$ cat config.mk
export PLATFORM = sky130hd
export DESIGN_NAME = decodeStage
export DESIGN_NICKNAME = d
export VERILOG_FILES = /design/src/isaPkg.sv /design/src/pipePkg.sv /design/src/regFile.sv /design/src/immExtend.sv /design/src/branchResolve.sv /design/src/decodeStage.sv
export SDC_FILE = /design/constraint.sdc
export NUM_CORES = 1
export LEC_CHECK = 0
export BUFFER_PORTS_ARGS = -buffer_cell sky130_fd_sc_hd__buf_4
export CAP_MARGIN = 0
export CELL_PAD_IN_SITES_DETAIL_PLACEMENT = 1
export CELL_PAD_IN_SITES_GLOBAL_PLACEMENT = 1
export CORE_MARGIN = 2
export CORE_UTILIZATION = 52
export CTS_CLUSTER_SIZE = 16
export DETAILED_ROUTE_END_ITERATION = 10
export PLACE_DENSITY_LB_ADDON = 0.1
export REMOVE_ABC_BUFFERS = 1
export SLEW_MARGIN = 30
export SYNTH_ARGS = -nofsm -noshare
export SYNTH_HDL_FRONTEND = slang
export SYNTH_SLANG_ARGS = --single-unit
$ cat constraint.sdc
create_clock -name clk -period 6.75 [get_ports clk]
set_input_delay 0.675 -clock clk [delete_from_list [all_inputs] [get_ports clk]]
set_output_delay 0.675 -clock clk [all_outputs]
set_load 0.02 [all_outputs]
$ cat src/isaPkg.sv
// Instruction set definitions
package isaPkg;

   typedef logic [15:0] wordT;     // Data word, also a byte address
   typedef logic [2:0]  regAddrT;  // Index into the eight general registers

   localparam int numRegs = 8;

   // Field positions inside the 16-bit instruction word
   localparam int opMsb = 15;
   localparam int opLsb = 11;
   localparam int rsMsb = 10;  // Rs is the first source and the branch operand
   localparam int rsLsb = 8;
   localparam int rtMsb = 7;
   localparam int rtLsb = 5;

   localparam regAddrT linkReg = 3'd7;  // JAL and JALR leave the return address here

   // Opcode field, bits 15:11
   typedef enum logic [4:0] {
      halt    = 5'b00000,
      nop     = 5'b00001,
      jDisp   = 5'b00100,  // PC-relative jump with an 11-bit displacement
      jr      = 5'b00101,
      jal     = 5'b00110,
      jalr    = 5'b00111,
      addi    = 5'b01000,
      subi    = 5'b01001,
      xori    = 5'b01010,
      andni   = 5'b01011,
      beqz    = 5'b01100,
      bnez    = 5'b01101,
      bltz    = 5'b01110,
      bgez    = 5'b01111,
      st      = 5'b10000,
      ld      = 5'b10001,
      slbi    = 5'b10010,
      stu     = 5'b10011,
      roli    = 5'b10100,
      slli    = 5'b10101,
      rori    = 5'b10110,
      srli    = 5'b10111,
      lbi     = 5'b11000,
      btr     = 5'b11001,
      shiftRr = 5'b11010,  // Register-register rotates and shifts
      aluRr   = 5'b11011,  // Register-register arithmetic and logic
      seq     = 5'b11100,
      slt     = 5'b11101,
      sle     = 5'b11110,
      sco     = 5'b11111
   } opcodeT;

   // Width of the immediate field carried by an instruction
   typedef enum logic [1:0] {
      none,  // No immediate, the stage passes zero
      i1,    // Bits 4:0
      i2,    // Bits 7:0
      jd     // Bits 10:0
   } immFormatT;

endpackage

$ cat src/pipePkg.sv
// Pipeline stage packets
package pipePkg;

   // Instruction as handed over by fetch
   typedef struct packed {
      isaPkg::wordT pc;     // Address of this instruction, not of the next one
      isaPkg::wordT instr;
   } fetchPktT;

   // Register write coming back from a later stage
   typedef struct packed {
      logic            en;    // Honored in the cycle it is presented
      isaPkg::regAddrT addr;
      isaPkg::wordT    data;
   } wbReqT;

   // Control-flow decision made in decode
   typedef struct packed {
      logic         taken;   // Fetch has to restart at target
      isaPkg::wordT target;
   } redirectT;

   // Everything that the execute stage needs from decode
   typedef struct packed {
      isaPkg::wordT pc;
      isaPkg::wordT instr;
      isaPkg::wordT rsData;  // Register operands as read in the acceptance cycle
      isaPkg::wordT rtData;
      isaPkg::wordT imm;     // Already extended for the instruction format
      redirectT     redir;
   } decodePktT;

endpackage

$ cat src/regFile.sv
// Register file with write bypass
`timescale 1ns/1ps

module regFile (
   input  logic            clk,
   input  logic            rst,
   input  isaPkg::regAddrT rdAddrA,
   input  isaPkg::regAddrT rdAddrB,
   output isaPkg::wordT    rdDataA,
   output isaPkg::wordT    rdDataB,
   input  logic            wrEn,
   input  isaPkg::regAddrT wrAddr,
   input  isaPkg::wordT    wrData
);

   isaPkg::wordT regs [isaPkg::numRegs];  // All eight are general purpose, r0 included

   logic hitA;
   logic hitB;

   // Registers read as zero after reset
   always_ff @(posedge clk) begin
      if (rst) begin
         for (int i = 0; i < isaPkg::numRegs; i++) begin
            regs[i] <= '0;
         end
      end else if (wrEn) begin
         regs[wrAddr] <= wrData;  // Lands at the edge, so the array lags by one cycle
      end
   end

   // A write in flight to the same register is forwarded to the reader
   assign hitA = wrEn && (wrAddr == rdAddrA);
   assign hitB = wrEn && (wrAddr == rdAddrB);

   assign rdDataA = hitA ? wrData : regs[rdAddrA];
   assign rdDataB = hitB ? wrData : regs[rdAddrB];

   // Both writers of the port must present a known index when they write
   wrAddrKnown: assert property (
      @(posedge clk) disable iff (rst)
      wrEn |-> !$isunknown(wrAddr)
   ) else $error("regFile: write enabled with an unknown address");

endmodule

$ cat src/immExtend.sv
// Immediate selection and extension
`timescale 1ns/1ps

module immExtend (
   input  isaPkg::wordT instr,
   output isaPkg::wordT imm
);

   isaPkg::opcodeT    op;
   isaPkg::immFormatT fmt;
   logic              zeroExt;  // Upper bits are filled with zeros instead of the sign

   assign op = isaPkg::opcodeT'(instr[isaPkg::opMsb:isaPkg::opLsb]);

   // Format follows the opcode alone
   always_comb begin
      fmt     = isaPkg::none;
      zeroExt = 1'b0;
      case (op)
         isaPkg::addi, isaPkg::subi, isaPkg::st, isaPkg::ld, isaPkg::stu: begin
            fmt = isaPkg::i1;  // Arithmetic and address offsets are signed
         end
         isaPkg::xori, isaPkg::andni, isaPkg::roli, isaPkg::slli, isaPkg::rori,
         isaPkg::srli: begin
            fmt     = isaPkg::i1;
            zeroExt = 1'b1;  // Logical masks and shift counts are unsigned
         end
         isaPkg::beqz, isaPkg::bnez, isaPkg::bltz, isaPkg::bgez, isaPkg::lbi,
         isaPkg::jr, isaPkg::jalr: begin
            fmt = isaPkg::i2;
         end
         isaPkg::slbi: begin
            fmt     = isaPkg::i2;
            zeroExt = 1'b1;  // Shifted into the low byte, so no sign
         end
         isaPkg::jDisp, isaPkg::jal: begin
            fmt = isaPkg::jd;  // Displacement is always signed
         end
         default: begin
            fmt = isaPkg::none;  // Register formats, halt and nop
         end
      endcase
   end

   always_comb begin
      case (fmt)
         isaPkg::i1: imm = {{11{instr[4] & ~zeroExt}}, instr[4:0]};
         isaPkg::i2: imm = {{8{instr[7] & ~zeroExt}}, instr[7:0]};
         isaPkg::jd: imm = {{5{instr[10]}}, instr[10:0]};
         default:    imm = '0;
      endcase
   end

endmodule

$ cat src/branchResolve.sv
// Branch and jump resolution
`timescale 1ns/1ps

module branchResolve (
   input  isaPkg::wordT      pc,
   input  isaPkg::wordT      instr,
   input  isaPkg::wordT      rsData,
   input  isaPkg::wordT      imm,
   output pipePkg::redirectT redir
);

   isaPkg::opcodeT op;
   isaPkg::wordT   pcPlus2;    // Sequential successor
   isaPkg::wordT   relTarget;  // PC-relative destination of branches, J and JAL
   isaPkg::wordT   regTarget;  // Register-based destination of JR and JALR
   logic           rsZero;
   logic           rsNeg;

   assign op        = isaPkg::opcodeT'(instr[isaPkg::opMsb:isaPkg::opLsb]);
   assign pcPlus2   = pc + 16'd2;
   assign relTarget = pcPlus2 + imm;
   assign regTarget = rsData + imm;

   // Condition flags come from Rs only
   assign rsZero = (rsData == '0);
   assign rsNeg  = rsData[15];

   always_comb begin
      redir.taken  = 1'b0;
      redir.target = pcPlus2;  // Falls through unless a case below says otherwise
      case (op)
         // Branch target is formed whatever the condition, taken decides the use
         isaPkg::beqz: begin
            redir.taken  = rsZero;
            redir.target = relTarget;
         end
         isaPkg::bnez: begin
            redir.taken  = ~rsZero;
            redir.target = relTarget;
         end
         isaPkg::bltz: begin
            redir.taken  = rsNeg;
            redir.target = relTarget;
         end
         isaPkg::bgez: begin
            redir.taken  = ~rsNeg;
            redir.target = relTarget;
         end
         isaPkg::jDisp, isaPkg::jal: begin
            redir.taken  = 1'b1;
            redir.target = relTarget;
         end
         isaPkg::jr, isaPkg::jalr: begin
            redir.taken  = 1'b1;
            redir.target = regTarget;
         end
         default: begin
            redir.taken  = 1'b0;  // Halt stops fetch elsewhere, it never redirects
            redir.target = pcPlus2;
         end
      endcase
   end

   // Fetch relies on halt leaving the sequential path alone
   haltNeverTaken: assert final (!(op == isaPkg::halt && redir.taken))
      else $error("branchResolve: halt produced a taken redirect");

endmodule

$ cat src/decodeStage.sv
// Decode stage top level
`timescale 1ns/1ps

module decodeStage (
   input  logic               clk,
   input  logic               rst,
   input  pipePkg::fetchPktT  in,
   input  logic               inValid,
   output logic               inReady,
   input  pipePkg::wbReqT     wb,
   output pipePkg::decodePktT out,
   output logic               outValid,
   input  logic               outReady
);

   isaPkg::opcodeT     op;
   isaPkg::regAddrT    rsAddr;
   isaPkg::regAddrT    rtAddr;
   isaPkg::wordT       rsData;
   isaPkg::wordT       rtData;
   isaPkg::wordT       imm;
   isaPkg::wordT       pcPlus2;  // Return address of JAL and JALR
   pipePkg::redirectT  redir;
   pipePkg::decodePktT nextPkt;

   logic            isLinkOp;      // Instruction at the input writes r7
   logic            linkConflict;  // Link write would collide with a writeback
   logic            outFree;       // Output register can take a packet this cycle
   logic            accept;
   logic            linkWrite;
   logic            wrEn;
   isaPkg::regAddrT wrAddr;
   isaPkg::wordT    wrData;

   assign op      = isaPkg::opcodeT'(in.instr[isaPkg::opMsb:isaPkg::opLsb]);
   assign rsAddr  = in.instr[isaPkg::rsMsb:isaPkg::rsLsb];
   assign rtAddr  = in.instr[isaPkg::rtMsb:isaPkg::rtLsb];
   assign pcPlus2 = in.pc + 16'd2;

   assign isLinkOp = (op == isaPkg::jal) || (op == isaPkg::jalr);

   // Writeback cannot wait, so a JAL or JALR stalls a cycle when both want the port
   assign linkConflict = inValid && isLinkOp && wb.en;
   assign outFree      = !outValid || outReady;
   assign inReady      = outFree && !linkConflict;
   assign accept       = inValid && inReady;
   assign linkWrite    = accept && isLinkOp;

   // Single write port, wb has priority and the conflict stall keeps linkWrite away
   assign wrEn   = wb.en || linkWrite;
   assign wrAddr = wb.en ? wb.addr : isaPkg::linkReg;
   assign wrData = wb.en ? wb.data : pcPlus2;

   // The link write is bypassed like any other, so a JALR through r7 reads pc+2
   regFile u_regFile (
      .clk     (clk),
      .rst     (rst),
      .rdAddrA (rsAddr),
      .rdAddrB (rtAddr),
      .rdDataA (rsData),
      .rdDataB (rtData),
      .wrEn    (wrEn),
      .wrAddr  (wrAddr),
      .wrData  (wrData)
   );

   immExtend u_immExtend (
      .instr (in.instr),
      .imm   (imm)
   );

   branchResolve u_branchResolve (
      .pc     (in.pc),
      .instr  (in.instr),
      .rsData (rsData),
      .imm    (imm),
      .redir  (redir)
   );

   always_comb begin
      nextPkt.pc     = in.pc;
      nextPkt.instr  = in.instr;
      nextPkt.rsData = rsData;
      nextPkt.rtData = rtData;
      nextPkt.imm    = imm;
      nextPkt.redir  = redir;
   end

   // Valid drops once the held packet leaves and nothing new came in
   always_ff @(posedge clk) begin
      if (rst) begin
         outValid <= 1'b0;
      end else if (outFree) begin
         outValid <= accept;
      end
   end

   always_ff @(posedge clk) begin
      if (accept) begin
         out <= nextPkt;  // Only loads on acceptance, so a stalled packet holds
      end
   end

   outHeldWhileStalled: assert property (
      @(posedge clk) disable iff (rst)
      outValid && !outReady |=> outValid && $stable(out)
   ) else $error("decodeStage: output changed while stalled");

   outIdleAfterReset: assert property (
      @(posedge clk)
      rst |=> !outValid
   ) else $error("decodeStage: outValid high right after reset");

   // Writeback keeps the port and the link instruction waits at the input
   linkYieldsToWb: assert property (
      @(posedge clk) disable iff (rst)
      inValid && isLinkOp && wb.en |-> !inReady
   ) else $error("decodeStage: link write accepted under a writeback");

endmodule

Word-level counts from Yosys, hierarchy flattened
Memory sizes are Yosys's and may differ from the RTL's.
Cells that the tools add are included.
Word-level totals
  register bits: 98
  bits in writable memories: 128
  output and inout port bits: 99
  logic and storage cells: 78
  memories kept: 1
Memory list
  u_regFile.regs: depth 8, bits a word 16, rd ports 2, clocked after memory_dff 0, wr ports 8, RTL line regFile.sv:16  | isaPkg::wordT regs [isaPkg::numRegs];
Cells by class
  $add $sub $neg: 3
  equal/unequal tests: 26
  muxes and demuxes: 16
  bitwise gates (word level): 5
  reduce and logical (&&, ||, !) cells: 19
Operator list (number)
  17-bit case mux with 6 select lines: 1
  16-bit 2-to-1 mux: 4
  16-bit case mux with 3 select lines: 1
  5-bit == test, second input constant: 9
  5-bit by 4-bit == test with 1-bit output, second input constant: 8
  16-bit adder: 2
  5-bit by 3-bit == test with 1-bit output, second input constant: 4
  16-bit by 2-bit adder with 16-bit output, second input constant: 1
  16-bit logical NOT: 1
  16-bit OR reduction: 1
  11-bit OR reduction: 1
  8-bit OR reduction: 1
  1-bit logical AND: 7
  1-bit 2-to-1 mux: 7
  7-bit OR reduction: 1
  3-bit == test: 2
  3-bit 2-to-1 mux: 2
  2-bit case mux with 3 select lines: 1
  2-bit == test, second input constant: 2
  2-bit OR reduction: 2
  1-bit logical OR: 3
  1-bit NOT: 3
  1-bit bitwise AND: 2
  2-bit by 1-bit == test with 1-bit output, second input constant: 1
  1-bit logical NOT: 2

Depth between registers and ports, before layout
  depth after elaboration: 14
  gate-level depth with buffers: 19
  depth with buffers taken out: 16

Modules after synthesis
A second synthesis with hierarchy kept.
Second synthesis, totals
  cells, all modules: 982
  area total of the unflattened synthesis: 13322.8 um2
By module, submodules not included
  regFile: instances 1, cells an instance 445, area each 7453.4 um2, sequential area each 3843.7 um2
  decodeStage: instances 1, cells an instance 181, area each 3464.6 um2, sequential area each 2932.8 um2
  branchResolve: instances 1, cells an instance 317, area each 2170.8 um2, sequential area each 0.0 um2
  immExtend: instances 1, cells an instance 39, area each 234.0 um2, sequential area each 0.0 um2

Worst setup path after synthesis
No wires, ideal clock.
  path type: input port to flip-flop
  start: input wb[19] in the netlist's numbering
  end: register out[0] in the netlist's numbering, enable pin
  setup time: 0.461 ns
  arrival: 3.991 ns
  path slack: 2.298 ns
  cell stages on the path: 6
  cells stage by stage: buf_4 buf_6 buf_4 buf_1 a21oi_1 and2_1
On the way
  longest elaborated chain between the ends: 4
RTL lines
  from (decl): RTL line decodeStage.sv:10  | input pipePkg::wbReqT wb,
  1-bit logical AND: RTL line decodeStage.sv:43  | assign linkConflict = inValid && isLinkOp && wb.en;
  1-bit logical NOT: RTL line decodeStage.sv:45  | assign inReady = outFree && !linkConflict;
  1-bit logical AND: RTL line decodeStage.sv:45
  via inReady: RTL line decodeStage.sv:9  | output logic inReady,
  1-bit logical AND: RTL line decodeStage.sv:46  | assign accept = inValid && inReady;
  via accept: RTL line decodeStage.sv:29  | logic accept;
  to (signal assigned): RTL line decodeStage.sv:100  | out <= nextPkt;
  to (decl): RTL line decodeStage.sv:11  | output pipePkg::decodePktT out,
The timed path passes the listed nets, and every way through them passes these cells.
A chain may end at the register's enable or synchronous reset.

==> key figures <==
Synth
  – Average size of a mapped cell: 12.7 sq um
  – Adder and majority gate portion of the synthesized area: 3.43%
  – Parity-gate share of the synthesized area counting xor and xnor cells: 2.40%
  – Netlist area before placement: 12400 sq um
  – Async set-or-reset flop fraction in the synthesized netlist: 0%
  – Combinational family with the most area after synthesis: multiplexers
  – Cells after Synth: 976
  – Synthesis warning total: 0
  – Share of synthesized area spent on multiplexers: 16.2%
  – Post-synth EDFFs: 220
  – Largest cells by area after synthesis: sky130_fd_sc_hd__edfxtp_1, sky130_fd_sc_hd__mux4_2, sky130_fd_sc_hd__nor2_1
  – Compound-gate portion of the synthesized area: 8.18%
  – Proportion of netlist area held by the largest area contributor: 53.2%
  – Sequential cell area fraction in the yosys report: 53.4%
  – Number of different library cells in the post-synthesis netlist: 77
  – Post-synth top flop: sky130_fd_sc_hd__edfxtp_1
  – Synth Area in Simple Gates: 13.6%
  – Post-synthesis sequential element count: 221
  – Most area-hungry cell type in the Yosys netlist: sky130_fd_sc_hd__edfxtp_1

Global routing
  – Wire length of the first global-routing pass: 57800 um
  – Number of global-route vias before repair: 9716
  – Initial antenna violation count: 0
  – GRT Util Overall: 31.2%
  – Remaining Overflow, GRT: 0
  – Maximum number of pins on one net before global-route repair: 53

Power and ir drop
  – Peak ir drop on the vdd network: 0.188 mV
  – Total Power: 3.75 mW
  – Power per cell area: 257 nW/um^2
  – Register share of total power: 44.5%
  – Portion of total power attributed to combinational logic: 21.2%
  – Switching component of the power: 1.08 mW
  – Sw Share: 28.9%
  – Relative contribution of the clock network to total power: 34.3%
  – Cell leakage power: 5.57 nW
  – Internal cell power: 2.67 mW

Clock network
  – Clock transition at the register clock pins on the worst setup and hold paths after CTS: 0.06 ns
  – Hold-fix buffers at CTS: 0
  – Number of post-CTS setup repair buffers: 0
  – Cell at the root of the clock tree: sky130_fd_sc_hd__clkbuf_16
  – Clock Tree Buf Depth: 3
  – Post-cts repair resize count: 0
  – Clock buffer count from CTS: 25
  – CTS sink count: 221
  – CTS tree: yes
  – Clock insertion delay at the later pin of the skew report: 0.55 ns
  – Max H-tree Level: 1

Floorplanning
  – Core footprint: 23500 sq um
  – Die Footprint: 25100 sq um
  – Die Y-Extent: 158 um
  – Starting utilization of the core area: 52.9%
  – Die Span X: 158 um
  – Count of pins on the block boundary: 155
  – Standard-cell rows: 56

Setup path
  – Chain of cells forming the critical path: buf_4 -> nand2b_1 -> nor4_2 -> o221ai_2 -> mux2i_1 -> ha_1 -> nor2b_1 -> o21a_1 -> o21ai_0 -> nand2_1 -> a41o_1 -> o41ai_1 -> xnor2_1 -> a21oi_1 -> o22a_1
  – CP max stage cell: sky130_fd_sc_hd__nor4_2
  – Worst Setup SP: in[15]
  – Required time worst endpoint: 7.04 ns
  – Nature of the critical path endpoint: flip-flop
  – Category of the worst setup path launch point: input pin
  – Data arrival time of the critical path: 5.07 ns
  – Slowest Stage Delay on Critical Path: 0.60 ns
  – Critical path fanouts, max: 11
  – Worst reg2reg path startpoint: outValid
  – Worst setup path class: in2reg

STA
  – Worst rel slew slack: 29.9%
  – Endpoints failing setup: 0
  – Post-layout minimum cycle time: 4.78 ns
  – Worst-Margin Slew: 1.04 ns
  – Final count of hold timing violations: 0
  – Final setup margin: 1.97 ns
  – Final count of pins violating max slew: 0
  – Worst Clk Skew: 0.0211 ns
  – Setup TNS: 0 ns
  – Highest clock rate: 209 MHz
  – Post-route clock period utilization: 70.8%
  – Setup repair after global routing missed its margin: no

Cells and area
  – Storage cell area: 6630 sq um
  – Synth-to-layout area growth: 17.5%
  – Net count, final: 1197
  – Antenna diodes: 0
  – Fraction of final layout cells sized beyond drive strength 1: 29.2%
  – Area of the multi-input gates: 5500 sq um
  – Number of filler instances in the final layout: 2317

Routing
  – Average wire per cell in the routed design: 26.6 um
  – Post-route DRC violation count: 0
  – Total iterations of the first detailed-routing run: 5
  – Antenna Violating Nets Remaining: 0
  – DR iter-0 viols: 709
  – Ratio of routed vias to standard cells: 6.28
  – Wirelength, routed: 38400 um
  – Total vias in the final route: 9074

Place
  – Final weighted congestion of routability-driven global placement: 0.911
  – Estimated wirelength of the detail-placed design: 25700 um
  – Placement-stage worst setup slack: 1.49 ns
  – I/O Buffers: 154

Min path
  – Path category of the worst min-delay check: in2reg
  – Worst hold path startpoint: in[2]

Outcome
  – Outcome: finished, final reports clean

Job
  – Number of max-capacitance violations reported: 0
==> layout by cell type (no fill, tap or decap), drive strengths merged, types with 29 or more instances in the layout <==
cell,synthesis,layout
ha,29,29
buf,25,167
clkbuf,35,32
o21ai,43,43
mux2i,35,35
nor2,166,166
edfxtp,220,220
a21oi,30,30
mux4,64,64
nand2,60,60
==> sequential cells by signal, indices dropped and copies added, names as in the netlist <==
register        count
out                92
u_regFile.regs    128
outValid            1
==> synth_stat cells (all sizes together) (3+ instances only) <==
cell type  number
a21o            9
a31oi           6
nor2          166
o21a            4
o21bai          4
xor2           10
or3b            3
nor3           14
nand2          60
ha             29
o21ai          43
nor3b           3
nand3b          3
o31ai           7
nand3          19
or2             7
o22a            3
inv            15
xnor2          24
o41ai           3
a211oi          5
and2            9
clkbuf         35
edfxtp        220
mux2           19
nand2b         25
or3             3
mux2i          35
mux4           64
a21oi          30
and4            3
buf            25
nand4           8
o31a            6
nor4           10
nor2b           9
o211ai          6
==> area by class of cell <==
type | instances | share of cell area [%]
flip-flops and latches | 221 | 45.4
multi-input cells | 680 | 37.7
repair buffers | 167 | 8.60
clock buffers | 32 | 4.47
well taps | 319 | 2.74
clock inverters | 12 | 0.661
inverters | 15 | 0.386
==> metal layers <==
metal / vias to the layer above / track usage, % / share of wire [%]
met5: - / 0 / 0
met4: 0 / 11.2 / 3.2
met3: 86 / 4.38 / 6.4
met2: 371 / 54.3 / 51
met1: 4620 / 40.0 / 40
li1: 3997 / - / -
==> power groups by stage <==
stage	sequential [mW]	clock, mW	combinational [mW]
after global placement	1.69	0	0.757
after floorplan	1.75	0	0.412
after CTS	1.67	1.30	0.788
final	1.67	1.29	0.794
after detailed placement	1.70	0	0.782
after global routing	1.68	1.35	0.855
==> metrics by stage <==
step | area [sq um] | std cells | util, % | hold slack, ns
final | 14600 | 1446 | 62.1 | 0.326
after global routing | 14600 | 1446 | 62.1 | 0.313
after CTS | 14600 | 1446 | 62.0 | 0.312
after detailed placement | 13800 | 1402 | 58.8 | 0.752
after global placement | 13800 | 1400 | 58.6 | 0.742
after floorplan | 12100 | 916 | - | 0.716
==> critical path, delay by kind of cell <==
kind,cells,cell delay [ns]
compound gates,7,1.96
buf+inv,1,0.14
xor+xnor,1,0.20
fa+ha+maj,1,0.35
simple gates,4,1.28
mux,1,0.46
==> worst paths after layout <==
kind               to  slack, ns  cells after the start
min           out[67]       0.33                      1
max reg2reg   out[12]       2.15                     14
max           out[12]       1.97                     15
min reg2reg  outValid       0.75                      3
==> logic make-up after synthesis <==
| kind of cell | Yosys count |
|---|---|
| AND/OR/NAND/NOR | 350 |
| AO/OA/AOI/OAI | 145 |
| adder cells (fa/ha/maj) | 33 |
| multiplexers | 118 |
| buffers and inverters | 75 |
| flip-flops | 221 |
| XOR/XNOR | 34 |
Power figures use the tool's default switching activity.
